<file path="src/game_pkg.sv">
package game_pkg;

    typedef struct packed {
        logic [10:0] hcount;
        logic [10:0] vcount;
        logic        hsync;
        logic        vsync;
        logic        hblnk;
        logic        vblnk;
        logic [11:0] rgb;
    } vga_sig_t;

    typedef enum logic [1:0] {
        IDLE,
        CHARGING,
        THROWN
    } throw_state_t;

    localparam logic [10:0] H_ACTIVE   = 11'd640;
    localparam logic [10:0] H_FP_END   = 11'd656;
    localparam logic [10:0] H_SYNC_END = 11'd752;
    localparam logic [10:0] H_TOTAL    = 11'd800;

    localparam logic [10:0] V_ACTIVE   = 11'd480;
    localparam logic [10:0] V_FP_END   = 11'd490;
    localparam logic [10:0] V_SYNC_END = 11'd492;
    localparam logic [10:0] V_TOTAL    = 11'd525;

    localparam logic [10:0] GROUND_Y   = 11'd440; // First ground line.
    localparam logic [11:0] RGB_SKY    = 12'h8CF;
    localparam logic [11:0] RGB_GROUND = 12'h383;
    localparam logic [11:0] RGB_BAR    = 12'hF00;
    localparam logic [11:0] RGB_BORDER = 12'h000;

    localparam logic [10:0] BAR_X         = 11'd20;
    localparam logic [10:0] BAR_Y_START   = 11'd400;
    localparam logic [10:0] BAR_Y_END     = 11'd421; // Exclusive.
    localparam logic [7:0]  BAR_MAX_WIDTH = 8'd128;
    localparam logic [10:0] BAR_BORDER    = 11'd3;

    localparam int STEP_INTERVAL_DEFAULT = 1_234_177; // Clocks per bar step on the board.

endpackage

</file>
<file path="src/vga_timing.sv">
`timescale 1ns/1ns

module vga_timing (
    input  logic              clk,
    input  logic              rst,
    output game_pkg::vga_sig_t vga
);

    import game_pkg::*;

    logic [10:0] hcount;
    logic [10:0] vcount;
    logic [10:0] hcount_nxt;
    logic [10:0] vcount_nxt;
    logic        hsync;
    logic        vsync;
    logic        hblnk;
    logic        vblnk;
    logic        h_last;

    assign h_last     = (hcount == H_TOTAL - 11'd1);
    assign hcount_nxt = h_last ? 11'd0 : hcount + 11'd1;

    always_comb begin
        vcount_nxt = vcount;
        if (h_last) begin
            vcount_nxt = (vcount == V_TOTAL - 11'd1) ? 11'd0 : vcount + 11'd1;
        end
    end

    // Sync and blanking are decoded from the next count so they line up with it.
    always_ff @(posedge clk or posedge rst) begin
        if (rst) begin
            hcount <= 11'd0;
            vcount <= 11'd0;
            hsync  <= 1'b0;
            vsync  <= 1'b0;
            hblnk  <= 1'b0;
            vblnk  <= 1'b0;
        end else begin
            hcount <= hcount_nxt;
            vcount <= vcount_nxt;
            hsync  <= (hcount_nxt >= H_FP_END) && (hcount_nxt < H_SYNC_END);
            vsync  <= (vcount_nxt >= V_FP_END) && (vcount_nxt < V_SYNC_END);
            hblnk  <= (hcount_nxt >= H_ACTIVE);
            vblnk  <= (vcount_nxt >= V_ACTIVE);
        end
    end

    always_comb begin
        vga.hcount = hcount;
        vga.vcount = vcount;
        vga.hsync  = hsync;
        vga.vsync  = vsync;
        vga.hblnk  = hblnk;
        vga.vblnk  = vblnk;
        vga.rgb    = 12'h000; // Colour is added downstream.
    end

endmodule

</file>
<file path="src/background_draw.sv">
`timescale 1ns/1ns

module background_draw (
    input  logic               clk,
    input  logic               rst,
    input  game_pkg::vga_sig_t vga_in,
    output game_pkg::vga_sig_t vga_out
);

    import game_pkg::*;

    logic [11:0] rgb_nxt;

    always_comb begin
        if (vga_in.hblnk || vga_in.vblnk) begin
            rgb_nxt = 12'h000;
        end else if (vga_in.vcount < GROUND_Y) begin
            rgb_nxt = RGB_SKY;
        end else begin
            rgb_nxt = RGB_GROUND;
        end
    end

    always_ff @(posedge clk or posedge rst) begin
        if (rst) begin
            vga_out <= '0;
        end else begin
            vga_out     <= vga_in;
            vga_out.rgb <= rgb_nxt; // Overrides the incoming colour.
        end
    end

endmodule

</file>
<file path="src/throw_fsm.sv">
`timescale 1ns/1ns

module throw_fsm (
    input  logic       clk,
    input  logic       rst,
    input  logic       space,
    input  logic [7:0] bar_width,
    output logic       charging,
    output logic       throw_valid,
    output logic [7:0] throw_force
);

    import game_pkg::*;

    throw_state_t state;
    throw_state_t state_nxt;

    always_comb begin
        state_nxt = state;
        case (state)
            IDLE: begin
                if (space) begin
                    state_nxt = CHARGING;
                end
            end
            CHARGING: begin
                if (!space) begin
                    state_nxt = THROWN;
                end
            end
            THROWN:  state_nxt = IDLE; // Key is looked at again from IDLE.
            default: state_nxt = IDLE;
        endcase
    end

    always_ff @(posedge clk or posedge rst) begin
        if (rst) begin
            state       <= IDLE;
            throw_force <= 8'd0;
        end else begin
            state <= state_nxt;
            if (state == CHARGING && !space) begin
                throw_force <= bar_width; // Latched on release.
            end
        end
    end

    assign charging    = (state == CHARGING);
    assign throw_valid = (state == THROWN); // One cycle, with the new force.

endmodule

</file>
<file path="src/charge_timer.sv">
`timescale 1ns/1ns

module charge_timer #(
    parameter int STEP_INTERVAL = game_pkg::STEP_INTERVAL_DEFAULT
) (
    input  logic       clk,
    input  logic       rst,
    input  logic       charging,
    output logic [7:0] bar_width
);

    import game_pkg::*;

    logic [31:0] step_cnt;
    logic        step_done;

    assign step_done = (step_cnt == 32'(STEP_INTERVAL));

    always_ff @(posedge clk or posedge rst) begin
        if (rst) begin
            step_cnt  <= 32'd0;
            bar_width <= 8'd0;
        end else if (!charging) begin
            step_cnt  <= 32'd0;
            bar_width <= 8'd0;
        end else if (bar_width < BAR_MAX_WIDTH) begin
            if (step_done) begin
                step_cnt  <= 32'd0;
                bar_width <= bar_width + 8'd1;
            end else begin
                step_cnt <= step_cnt + 32'd1;
            end
        end
        // Full bar holds until the key goes up
    end

endmodule

</file>
<file path="src/power_bar_draw.sv">
`timescale 1ns/1ns

module power_bar_draw (
    input  logic               charging,
    input  logic [7:0]         bar_width,
    input  game_pkg::vga_sig_t vga_in,
    output game_pkg::vga_sig_t vga_out
);

    import game_pkg::*;

    logic [10:0] fill_x_end;
    logic [10:0] box_x_end;
    logic        in_fill;
    logic        in_outer;
    logic        in_inner;
    logic        in_border;

    assign fill_x_end = BAR_X + 11'(bar_width);
    assign box_x_end  = BAR_X + 11'(BAR_MAX_WIDTH);

    assign in_fill = charging &&
                     (vga_in.hcount >= BAR_X) && (vga_in.hcount < fill_x_end) &&
                     (vga_in.vcount >= BAR_Y_START) && (vga_in.vcount < BAR_Y_END);

    // Outer edge of the frame.
    assign in_outer = (vga_in.hcount >= BAR_X - BAR_BORDER) &&
                      (vga_in.hcount < box_x_end + BAR_BORDER) &&
                      (vga_in.vcount >= BAR_Y_START - BAR_BORDER) &&
                      (vga_in.vcount < BAR_Y_END + BAR_BORDER);

    // Full box the bar can fill.
    assign in_inner = (vga_in.hcount >= BAR_X) && (vga_in.hcount < box_x_end) &&
                      (vga_in.vcount >= BAR_Y_START) && (vga_in.vcount < BAR_Y_END);

    assign in_border = charging && in_outer && !in_inner;

    always_comb begin
        vga_out = vga_in;
        if (in_fill) begin
            vga_out.rgb = RGB_BAR;
        end else if (in_border) begin
            vga_out.rgb = RGB_BORDER;
        end
    end

endmodule

</file>
<file path="src/throw_game_top.sv">
`timescale 1ns/1ns

module throw_game_top #(
    parameter int STEP_INTERVAL = game_pkg::STEP_INTERVAL_DEFAULT
) (
    input  logic               clk,
    input  logic               rst,
    input  logic               space,
    output game_pkg::vga_sig_t vga_out,
    output logic               throw_valid,
    output logic [7:0]         throw_force
);

    import game_pkg::*;

    vga_sig_t   vga_timing_out;
    vga_sig_t   vga_bg_out; // Lags the counters by one clock.
    logic       charging;
    logic [7:0] bar_width;

    vga_timing u_vga_timing (
        .clk (clk),
        .rst (rst),
        .vga (vga_timing_out)
    );

    background_draw u_background_draw (
        .clk     (clk),
        .rst     (rst),
        .vga_in  (vga_timing_out),
        .vga_out (vga_bg_out)
    );

    throw_fsm u_throw_fsm (
        .clk         (clk),
        .rst         (rst),
        .space       (space),
        .bar_width   (bar_width),
        .charging    (charging),
        .throw_valid (throw_valid),
        .throw_force (throw_force)
    );

    charge_timer #(
        .STEP_INTERVAL (STEP_INTERVAL)
    ) u_charge_timer (
        .clk       (clk),
        .rst       (rst),
        .charging  (charging),
        .bar_width (bar_width)
    );

    power_bar_draw u_power_bar_draw (
        .charging  (charging),
        .bar_width (bar_width),
        .vga_in    (vga_bg_out),
        .vga_out   (vga_out)
    );

endmodule

</file>
<file path="config.mk">
export PLATFORM = sky130hd
export DESIGN_NAME = throw_game_top
export DESIGN_NICKNAME = d
export VERILOG_FILES = /design/src/game_pkg.sv /design/src/vga_timing.sv /design/src/background_draw.sv /design/src/throw_fsm.sv /design/src/charge_timer.sv /design/src/power_bar_draw.sv /design/src/throw_game_top.sv
export SDC_FILE = /design/constraint.sdc
export NUM_CORES = 1
export LEC_CHECK = 0
export ABC_AREA = 1
export ABC_CLOCK_PERIOD_IN_PS = 3950
export BUFFER_PORTS_ARGS = -buffer_cell sky130_fd_sc_hd__buf_2
export CORE_ASPECT_RATIO = 0.7
export CORE_MARGIN = 2
export CORE_UTILIZATION = 63
export CTS_BUF_LIST = sky130_fd_sc_hd__clkbuf_2
export DETAILED_ROUTE_END_ITERATION = 16
export GPL_TIMING_DRIVEN = 0
export PLACE_DENSITY = 0.84
export SLEW_MARGIN = 5
export SYNTH_ARGS = -nofsm -noshare
export SYNTH_HDL_FRONTEND = slang
export SYNTH_SLANG_ARGS = --single-unit
</file>
<file path="constraint.sdc">
create_clock -name clk -period 3.95 [get_ports clk]
set_clock_uncertainty 0.15 [all_clocks]
set_input_delay 0.79 -clock clk [delete_from_list [all_inputs] [get_ports clk]]
set_output_delay 0.79 -clock clk [all_outputs]
set_load 0.05 [all_outputs]
</file>
==> impl_metrics.prom, run 1 <==
# TYPE chip_impl_metric gauge
chip_impl_info{name="run_status",value="complete, but fails checks"} 1
chip_impl_info{name="failed_checks",value="setup timing"} 1
chip_impl_metric{name="fp.dieArea",unit="µm²"} 10810
chip_impl_metric{name="timing.fmax",unit="MHz"} 246.3
chip_impl_metric{name="layout-drive-gt1-share",unit="%"} 18.80
chip_impl_metric{name="finalCoreUtilization",unit="%"} 72.39
chip_impl_metric{name="clock_latency",unit="ns"} 0.58
chip_impl_metric{name="ys_types",unit=""} 43
chip_impl_metric{name="port-buffer-count",unit=""} 47
chip_impl_metric{name="numCtsBuffers",unit=""} 9
chip_impl_metric{name="setup_tns",unit="ns"} -0.6082
chip_impl_info{name="clock-root-buffer",value="sky130_fd_sc_hd__clkbuf_2"} 1
chip_impl_metric{name="power.static_leakage",unit="nW"} 3.620
chip_impl_metric{name="pin_count_of_the_biggest_net_entering_global_routing",unit=""} 67
chip_impl_metric{name="pwr_density_cell",unit="nW/µm²"} 246.7
chip_impl_info{name="critPathCaptureType",value="primary output"} 1
chip_impl_metric{name="initial_utilization",unit="%"} 64.92
chip_impl_metric{name="floorplan.core_area",unit="µm²"} 9684
chip_impl_info{name="ys.flop_type",value="sky130_fd_sc_hd__dfrtp_1"} 1
chip_impl_metric{name="preCtsSetupSlack",unit="ns"} 0.3100
chip_impl_info{name="critPathKind",value="reg -> out"} 1
chip_impl_metric{name="ctsLongestPathBuffers",unit=""} 2
chip_impl_metric{name="grt.total_usage",unit="%"} 31.05
chip_impl_metric{name="globalRoute.totalOverflow",unit=""} 0
chip_impl_metric{name="die-width",unit="µm"} 123.4
chip_impl_metric{name="clock-sinks",unit=""} 105
chip_impl_metric{name="gp_congestion",unit=""} 0.9134
chip_impl_metric{name="boundaryPins",unit=""} 50
chip_impl_metric{name="cts.reportedPaths.clkPinSlew",unit="ns"} 0.27
chip_impl_metric{name="worst_endpoint_data_arrival_time",unit="ns"} 3.12
chip_impl_metric{name="finalSetupViolCount",unit=""} 8
chip_impl_metric{name="post-route-drc-count",unit=""} 0
chip_impl_metric{name="num_antenna_cells",unit=""} 0
chip_impl_metric{name="wire_length_of_the_first_global_routing_pass",unit="µm"} 26090
chip_impl_metric{name="grt_antenna_before_repair",unit=""} 0
chip_impl_metric{name="syn_inst",unit=""} 848
chip_impl_metric{name="timing.final.crit_share",unit="%"} 102.8
chip_impl_metric{name="drt_iter0_drc",unit=""} 627
chip_impl_metric{name="first_global_vias",unit=""} 5463
chip_impl_info{name="synth_largest_area_cell",value="sky130_fd_sc_hd__dfrtp_1"} 1
chip_impl_info{name="worstSetupStartpointType",value="register"} 1
chip_impl_metric{name="syn-cell-area",unit="µm²"} 6287
chip_impl_info{name="layout.cells.most_common_list",value="230 x sky130_fd_sc_hd__nand2_1, 105 x sky130_fd_sc_hd__nor2_1, 102 x sky130_fd_sc_hd__dfrtp_1, 99 x sky130_fd_sc_hd__inv_1, 61 x sky130_fd_sc_hd__nand3_1"} 1
chip_impl_metric{name="num_rows",unit=""} 30
chip_impl_metric{name="synthArstFlopShare",unit="%"} 100.0
chip_impl_metric{name="normalized_max_slew_margin",unit="%"} 64.24
chip_impl_metric{name="fillCellCount",unit=""} 760
chip_impl_metric{name="syn_to_final_growth",unit="%"} 11.50
chip_impl_metric{name="final_net_count",unit=""} 930
chip_impl_metric{name="synth_top_area_share",unit="%"} 41.79
chip_impl_metric{name="final_period_minus_worst_setup_slack",unit="ns"} 4.061
chip_impl_metric{name="detailed_place.area",unit="µm²"} 6716
chip_impl_metric{name="h-tree-depth",unit=""} 3
chip_impl_metric{name="timing_hold_violations_final",unit=""} 0
chip_impl_metric{name="dp.final_hpwl",unit="µm"} 11700
chip_impl_info{name="rsz_0062_raised_after_global_routing",value="yes"} 1
chip_impl_metric{name="vdd.ir_drop.worst",unit="mV"} 0.2338
chip_impl_info{name="yosys-top-cells-area",value="sky130_fd_sc_hd__dfrtp_1 42%, sky130_fd_sc_hd__nand2_1 14%, sky130_fd_sc_hd__nor2_1 6.6%"} 1
chip_impl_info{name="final_common_cell",value="sky130_fd_sc_hd__nand2_1"} 1
chip_impl_metric{name="syn_area_per_cell",unit="µm²"} 7.414
chip_impl_metric{name="synth-edff-count",unit=""} 0
chip_impl_metric{name="yosys_warnings",unit=""} 0
chip_impl_metric{name="drt.antenna.violating_nets",unit=""} 0
chip_impl_info{name="clock_tree_from_tritoncts",value="done"} 1
chip_impl_metric{name="yosysSeqAreaShare",unit="%"} 41.79
chip_impl_metric{name="routedWlPerCell",unit="µm"} 15.26
chip_impl_metric{name="post-route-worst-setup-slack",unit="ns"} -0.1108
chip_impl_metric{name="cts.hold.buffers_added",unit=""} 0
chip_impl_metric{name="max_slew.worst_pin.slew",unit="ns"} 0.5364
chip_impl_info{name="hold_path.class",value="in -> async"} 1
chip_impl_metric{name="via_per_inst",unit=""} 5.715
chip_impl_metric{name="drt_first_pass_iters",unit=""} 7
chip_impl_metric{name="design_area",unit="µm²"} 7010
chip_impl_metric{name="finalMaxSlewViolations",unit=""} 0
chip_impl_metric{name="die_h",unit="µm"} 87.58
chip_impl_metric{name="num_vias",unit=""} 5961
chip_impl_metric{name="crit_fanout",unit=""} 3
chip_impl_metric{name="drv.max_cap_violation_count",unit=""} 0
chip_impl_metric{name="critPathRequiredTime",unit="ns"} 3.01
chip_impl_metric{name="postSynthRegisterBits",unit=""} 105
chip_impl_metric{name="hold_slack",unit="ns"} 0.06755
chip_impl_metric{name="routed_wirelength",unit="µm"} 15920
[repair_timing]
action	CTS	global route
pin swaps	6	5
buffers inserted	3	1
gates resized for setup	27	22
endpoints found under the setup margin	10	10
cloned	0	0
[final timing paths]
kind / slack [ns] / cells after the start / start / to
max reg2reg: 1.83 / 9 / u_charge_timer.step_cnt[13]$_DFFE_PP0P_ / u_charge_timer.step_cnt[3]$_DFFE_PP0P_
min in group clk: 0.20 / 2 / space / u_throw_fsm.state[1]$_DFFE_PP0P_
min: 0.07 / 2 / rst / u_charge_timer.step_cnt[30]$_DFFE_PP0P_
max: -0.11 / 15 / u_charge_timer.bar_width[2]$_DFFE_PP0P_ / vga_out[7]
max in group asynchronous: 2.88 / 3 / rst / u_background_draw.vga_out[32]$_DFF_PP0_
min reg2reg: 0.24 / 0 / u_vga_timing.hsync$_DFF_PP0_ / u_background_draw.vga_out[15]$_DFF_PP0_
[flip-flops by register name, indices dropped and copies added (netlist names)]
name / count
u_vga_timing.vblnk: 1
u_throw_fsm.throw_force: 8
u_vga_timing.hblnk: 1
u_vga_timing.hcount: 11
u_throw_fsm.state: 2
u_vga_timing.vsync: 1
u_vga_timing.hsync: 1
u_background_draw.vga_out: 29
u_charge_timer.bar_width: 8
u_vga_timing.vcount: 11
u_charge_timer.step_cnt: 32
[area by class of cell]
class | count | area [µm²] | area share [%]
Timing Repair Buffer | 52 | 355.3 | 5.069
Tap cell | 128 | 160.2 | 2.284
Inverter | 119 | 449.2 | 6.407
Clock inverter | 5 | 81.33 | 1.160
Multi-Input combinational cell | 579 | 2939 | 41.92
Buffer | 46 | 349.1 | 4.979
Sequential cell | 105 | 2631 | 37.53
Clock buffer | 9 | 45.04 | 0.6425
[metrics by stage]
stage          power (mW)  cells
2_1_floorplan       1.164    849
3_3_place_gp        1.182   1024
3_5_place_dp        1.190   1025
4_1_cts             1.742   1042
5_1_grt             1.798   1043
6_report            1.730   1043
[Yosys cell counts, drive strengths merged, types with 2 or more instances]
master and count:
a21oi 12, buf 43, clkbuf 3, dfrtp 105
ha 15, inv 119, nand2 238, nand3 64
nand3b 3, nand4 33, nor2 122, nor3 24
nor3b 3, nor4 3, o21ai 36, o21bai 2
xor2 15
[worst max-delay path: stages (launching register included)]
cell	delay (ns)
sky130_fd_sc_hd__dfrtp_2	0.47
sky130_fd_sc_hd__buf_4	0.12
sky130_fd_sc_hd__inv_1	0.05
sky130_fd_sc_hd__o21ai_2	0.16
sky130_fd_sc_hd__nand2_1	0.08
sky130_fd_sc_hd__xor2_1	0.19
sky130_fd_sc_hd__ha_1	0.26
sky130_fd_sc_hd__nand2_1	0.11
sky130_fd_sc_hd__nor2_2	0.06
sky130_fd_sc_hd__and3_1	0.17
sky130_fd_sc_hd__nor2_2	0.14
sky130_fd_sc_hd__nand4_1	0.21
sky130_fd_sc_hd__inv_2	0.17
sky130_fd_sc_hd__nor2_2	0.07
sky130_fd_sc_hd__buf_4	0.13
sky130_fd_sc_hd__buf_6	0.14
[metal layers]
metal	up-vias	GRT usage [%]	part of all wire [%]
li1	2778	-	-
met1	2817	44.71	45
met4	0	7.851	1.8
met5	-	0	0
met2	324	49.05	45
met3	42	5.729	8.1
[power by group]
group | internal (mW) | total (mW) | switching, mW
Combinational | 0.0211 | 0.0854 | 0.0643
Clock | 0.203 | 0.557 | 0.354
Sequential | 1.08 | 1.09 | 0.00507
Total | 1.31 | 1.73 | 0.423
[cell families (layout without fill, tap and decap cells)]
group	count (synthesis)	count (layout)	share of synthesized area, %
AO/OA/AOI/OAI	54	54	4.776
XOR/XNOR	16	16	2.229
adder cells (fa/ha/maj)	15	15	2.985
buffers and inverters	165	231	12.54
flip-flops	105	105	41.79
other	1	2	0.05964
AND/OR/NAND/NOR	492	492	35.62
(Power assumes the default switching activity.)
==> run 2, diff against run 1 <==
- ABC_CLOCK_PERIOD_IN_PS: 3950 -> 4150
- CORE_ASPECT_RATIO: 0.7 -> unset
- clock period: 3.95 -> 4.15 ns (I/O delays scaled with it)
==> run 2 against run 1 <==
- the run now ends clean
- cell count up 0.48%
- largest cell class unchanged
- sequential share of layout area up 0.13 points
- register-to-register slack better by 0.23 ns
- global-route usage down 2.5 points
- routed wire length down 5.9%
==> impl_metrics.prom, run 2 (same netlist as run 1, synthesis figures left out) <==
# TYPE chip_impl_metric gauge
chip_impl_metric{name="boundaryPins",unit=""} 50
chip_impl_metric{name="finalCoreUtilization",unit="%"} 71.81
chip_impl_metric{name="power.static_leakage",unit="nW"} 3.603
chip_impl_info{name="final_common_cell",value="sky130_fd_sc_hd__nand2_1"} 1
chip_impl_metric{name="die-width",unit="µm"} 103.9
chip_impl_metric{name="drt_iter0_drc",unit=""} 310
chip_impl_metric{name="floorplan.core_area",unit="µm²"} 9729
chip_impl_metric{name="critPathRequiredTime",unit="ns"} 3.17
chip_impl_info{name="layout.cells.most_common_list",value="230 x sky130_fd_sc_hd__nand2_1, 107 x sky130_fd_sc_hd__nor2_1, 102 x sky130_fd_sc_hd__dfrtp_1, 99 x sky130_fd_sc_hd__inv_1, 61 x sky130_fd_sc_hd__nand3_1"} 1
chip_impl_metric{name="ctsLongestPathBuffers",unit=""} 2
chip_impl_metric{name="num_rows",unit=""} 36
chip_impl_metric{name="num_antenna_cells",unit=""} 0
chip_impl_metric{name="final_period_minus_worst_setup_slack",unit="ns"} 4.133
chip_impl_metric{name="multi_input_comb_area",unit="µm²"} 2945
chip_impl_metric{name="worst-r2r-setup-slack",unit="ns"} 2.06
chip_impl_info{name="rsz_0062_raised_after_global_routing",value="yes"} 1
chip_impl_metric{name="gp_congestion",unit=""} 0.9647
chip_impl_metric{name="drt.antenna.violating_nets",unit=""} 0
chip_impl_metric{name="pwr_density_cell",unit="nW/µm²"} 222.0
chip_impl_info{name="max_flop_register",value="u_charge_timer.step_cnt"} 1
chip_impl_info{name="run_status",value="finished clean"} 1
chip_impl_metric{name="dp.final_hpwl",unit="µm"} 11140
chip_impl_metric{name="finalPower",unit="mW"} 1.551
chip_impl_metric{name="pin_count_of_the_biggest_net_entering_global_routing",unit=""} 65
chip_impl_metric{name="syn_to_final_growth",unit="%"} 11.12
chip_impl_info{name="critPathCaptureType",value="primary output"} 1
chip_impl_metric{name="drt_first_pass_iters",unit=""} 5
chip_impl_metric{name="timing.fmax",unit="MHz"} 242.0
chip_impl_metric{name="grt_antenna_before_repair",unit=""} 0
chip_impl_metric{name="vdd.ir_drop.worst",unit="mV"} 0.1966
chip_impl_metric{name="clock-sinks",unit=""} 105
chip_impl_metric{name="clock_latency",unit="ns"} 0.64
chip_impl_metric{name="largest_register_ff_count",unit=""} 32
chip_impl_metric{name="initial_utilization",unit="%"} 64.62
chip_impl_metric{name="num_vias",unit=""} 5624
chip_impl_metric{name="h-tree-depth",unit=""} 3
chip_impl_metric{name="routed_wirelength",unit="µm"} 14980
chip_impl_metric{name="cts.hold.buffers_added",unit=""} 0
chip_impl_metric{name="layout-drive-gt1-share",unit="%"} 18.58
chip_impl_metric{name="fp.dieArea",unit="µm²"} 10800
chip_impl_metric{name="cts.reportedPaths.clkPinSlew",unit="ns"} 0.29
chip_impl_metric{name="final-instance-count-excl-fill",unit=""} 1048
chip_impl_metric{name="finalMaxSlewViolations",unit=""} 0
chip_impl_metric{name="final_net_count",unit=""} 929
chip_impl_info{name="clock-root-buffer",value="sky130_fd_sc_hd__clkbuf_2"} 1
chip_impl_metric{name="normalized_max_slew_margin",unit="%"} 60.35
chip_impl_metric{name="reg_area",unit="µm²"} 2631
chip_impl_metric{name="globalRoute.totalOverflow",unit=""} 0
chip_impl_info{name="hold_path.class",value="in -> async"} 1
chip_impl_metric{name="port-buffer-count",unit=""} 47
chip_impl_metric{name="max_slew.worst_pin.slew",unit="ns"} 0.5902
chip_impl_metric{name="die_h",unit="µm"} 103.9
chip_impl_metric{name="drv.max_cap_violation_count",unit=""} 0
chip_impl_info{name="clock_tree_from_tritoncts",value="done"} 1
chip_impl_metric{name="finalSetupViolCount",unit=""} 0
chip_impl_info{name="critPathKind",value="reg -> out"} 1
chip_impl_metric{name="grt.total_usage",unit="%"} 28.57
chip_impl_metric{name="first_global_vias",unit=""} 5479
chip_impl_info{name="largest_registers",value="u_charge_timer.step_cnt (32), u_background_draw.vga_out (29)"} 1
chip_impl_metric{name="post-route-drc-count",unit=""} 0
chip_impl_metric{name="numCtsBuffers",unit=""} 9
chip_impl_metric{name="worst_endpoint_data_arrival_time",unit="ns"} 3.15
chip_impl_metric{name="wire_length_of_the_first_global_routing_pass",unit="µm"} 24690
chip_impl_metric{name="placed_cells",unit=""} 1030
chip_impl_metric{name="via_per_inst",unit=""} 5.366
chip_impl_metric{name="timing.final.crit_share",unit="%"} 99.58
chip_impl_metric{name="timing_hold_violations_final",unit=""} 0
chip_impl_metric{name="fillCellCount",unit=""} 820
chip_impl_info{name="worstSetupStartpointType",value="register"} 1
chip_impl_metric{name="crit_fanout",unit=""} 4
chip_impl_metric{name="routedWlPerCell",unit="µm"} 14.29
-- run 2: area by class of cell --
type	instances	area share, %
sequential	105	37.66
timing repair buffer	51	4.961
multi-input combinational	579	42.16
buffer	46	5.104
inverter	119	6.429
clock inverter	5	0.5910
tap	133	2.382
clock buffer	10	0.7163
-- run 2: what timing repair did --
item / in CTS / in global routing
pin swaps: 1 / 11
resized for setup: 15 / 35
gates cloned: 0 / 0
endpoints found under the setup margin: 9 / 10
buffers inserted: 2 / 1
-- run 2: worst max-delay path, stage by stage, from the launching register on --
cell and delay, ns:
sky130_fd_sc_hd__dfrtp_2 0.50, sky130_fd_sc_hd__ha_4 0.19, sky130_fd_sc_hd__nor2_4 0.12, sky130_fd_sc_hd__o21ai_1 0.08
sky130_fd_sc_hd__o21ai_1 0.12, sky130_fd_sc_hd__ha_1 0.29, sky130_fd_sc_hd__a21oi_2 0.17, sky130_fd_sc_hd__o21ai_1 0.08
sky130_fd_sc_hd__nand2_1 0.06, sky130_fd_sc_hd__nand2_1 0.06, sky130_fd_sc_hd__nor2_2 0.13, sky130_fd_sc_hd__nand4_1 0.23
sky130_fd_sc_hd__inv_2 0.18, sky130_fd_sc_hd__nor2_4 0.06, sky130_fd_sc_hd__buf_6 0.12, sky130_fd_sc_hd__buf_8 0.14
-- run 2: routing by layer --
metal / wire length (µm) / global-route usage (%) / vias up
met2: 7742 / 50.33 / 195
li1: - / - / 2772
met4: 384 / 12.36 / 0
met3: 874 / 5.827 / 33
met1: 5974 / 33.89 / 2624
met5: 0 / 0 / -
-- run 2: worst paths after layout --
kind                                                          from                                      end  cells past startpoint
max                        u_charge_timer.bar_width[3]$_DFFE_PP0P_                               vga_out[6]                     15
min                                                            rst  u_charge_timer.step_cnt[10]$_DFFE_PP0P_                      2
max reg2reg                       u_vga_timing.hcount[0]$_DFF_PP0_             u_vga_timing.vsync$_DFF_PP0_                     11
min reg2reg                           u_vga_timing.hsync$_DFF_PP0_  u_background_draw.vga_out[15]$_DFF_PP0_                      0
max in group asynchronous                                      rst         u_vga_timing.hcount[2]$_DFF_PP0_                      3
min in group clk                                             space         u_throw_fsm.state[1]$_DFFE_PP0P_                      2
-- run 2: stage by stage --
| step | cell area, µm² | setup TNS, ns | hold slack (ns) | setup WS, ns |
|---|---|---|---|---|
| finish | 6987 | 0 | 0.04808 | 0.01742 |
| global route | 6987 | -1.140 | 0.03814 | -0.1812 |
| CTS | 6870 | 0 | 0.04607 | 0.001196 |
| detailed placement | 6723 | 0 | 0.1926 | 0.5133 |
| global placement | 6693 | -67.13 | 0.1867 | -0.6442 |
| floorplan | 6291 | 0 | 0.1812 | 0.3934 |
-- run 2: report_power, final --
part	internal (mW)	leakage, nW	total, mW	switching [mW]
Clock	0.0852	0.0603	0.437	0.352
Combinational	0.0199	2.12	0.0792	0.0594
Sequential	1.03	1.42	1.03	0.00444
Total	1.13	3.60	1.55	0.416
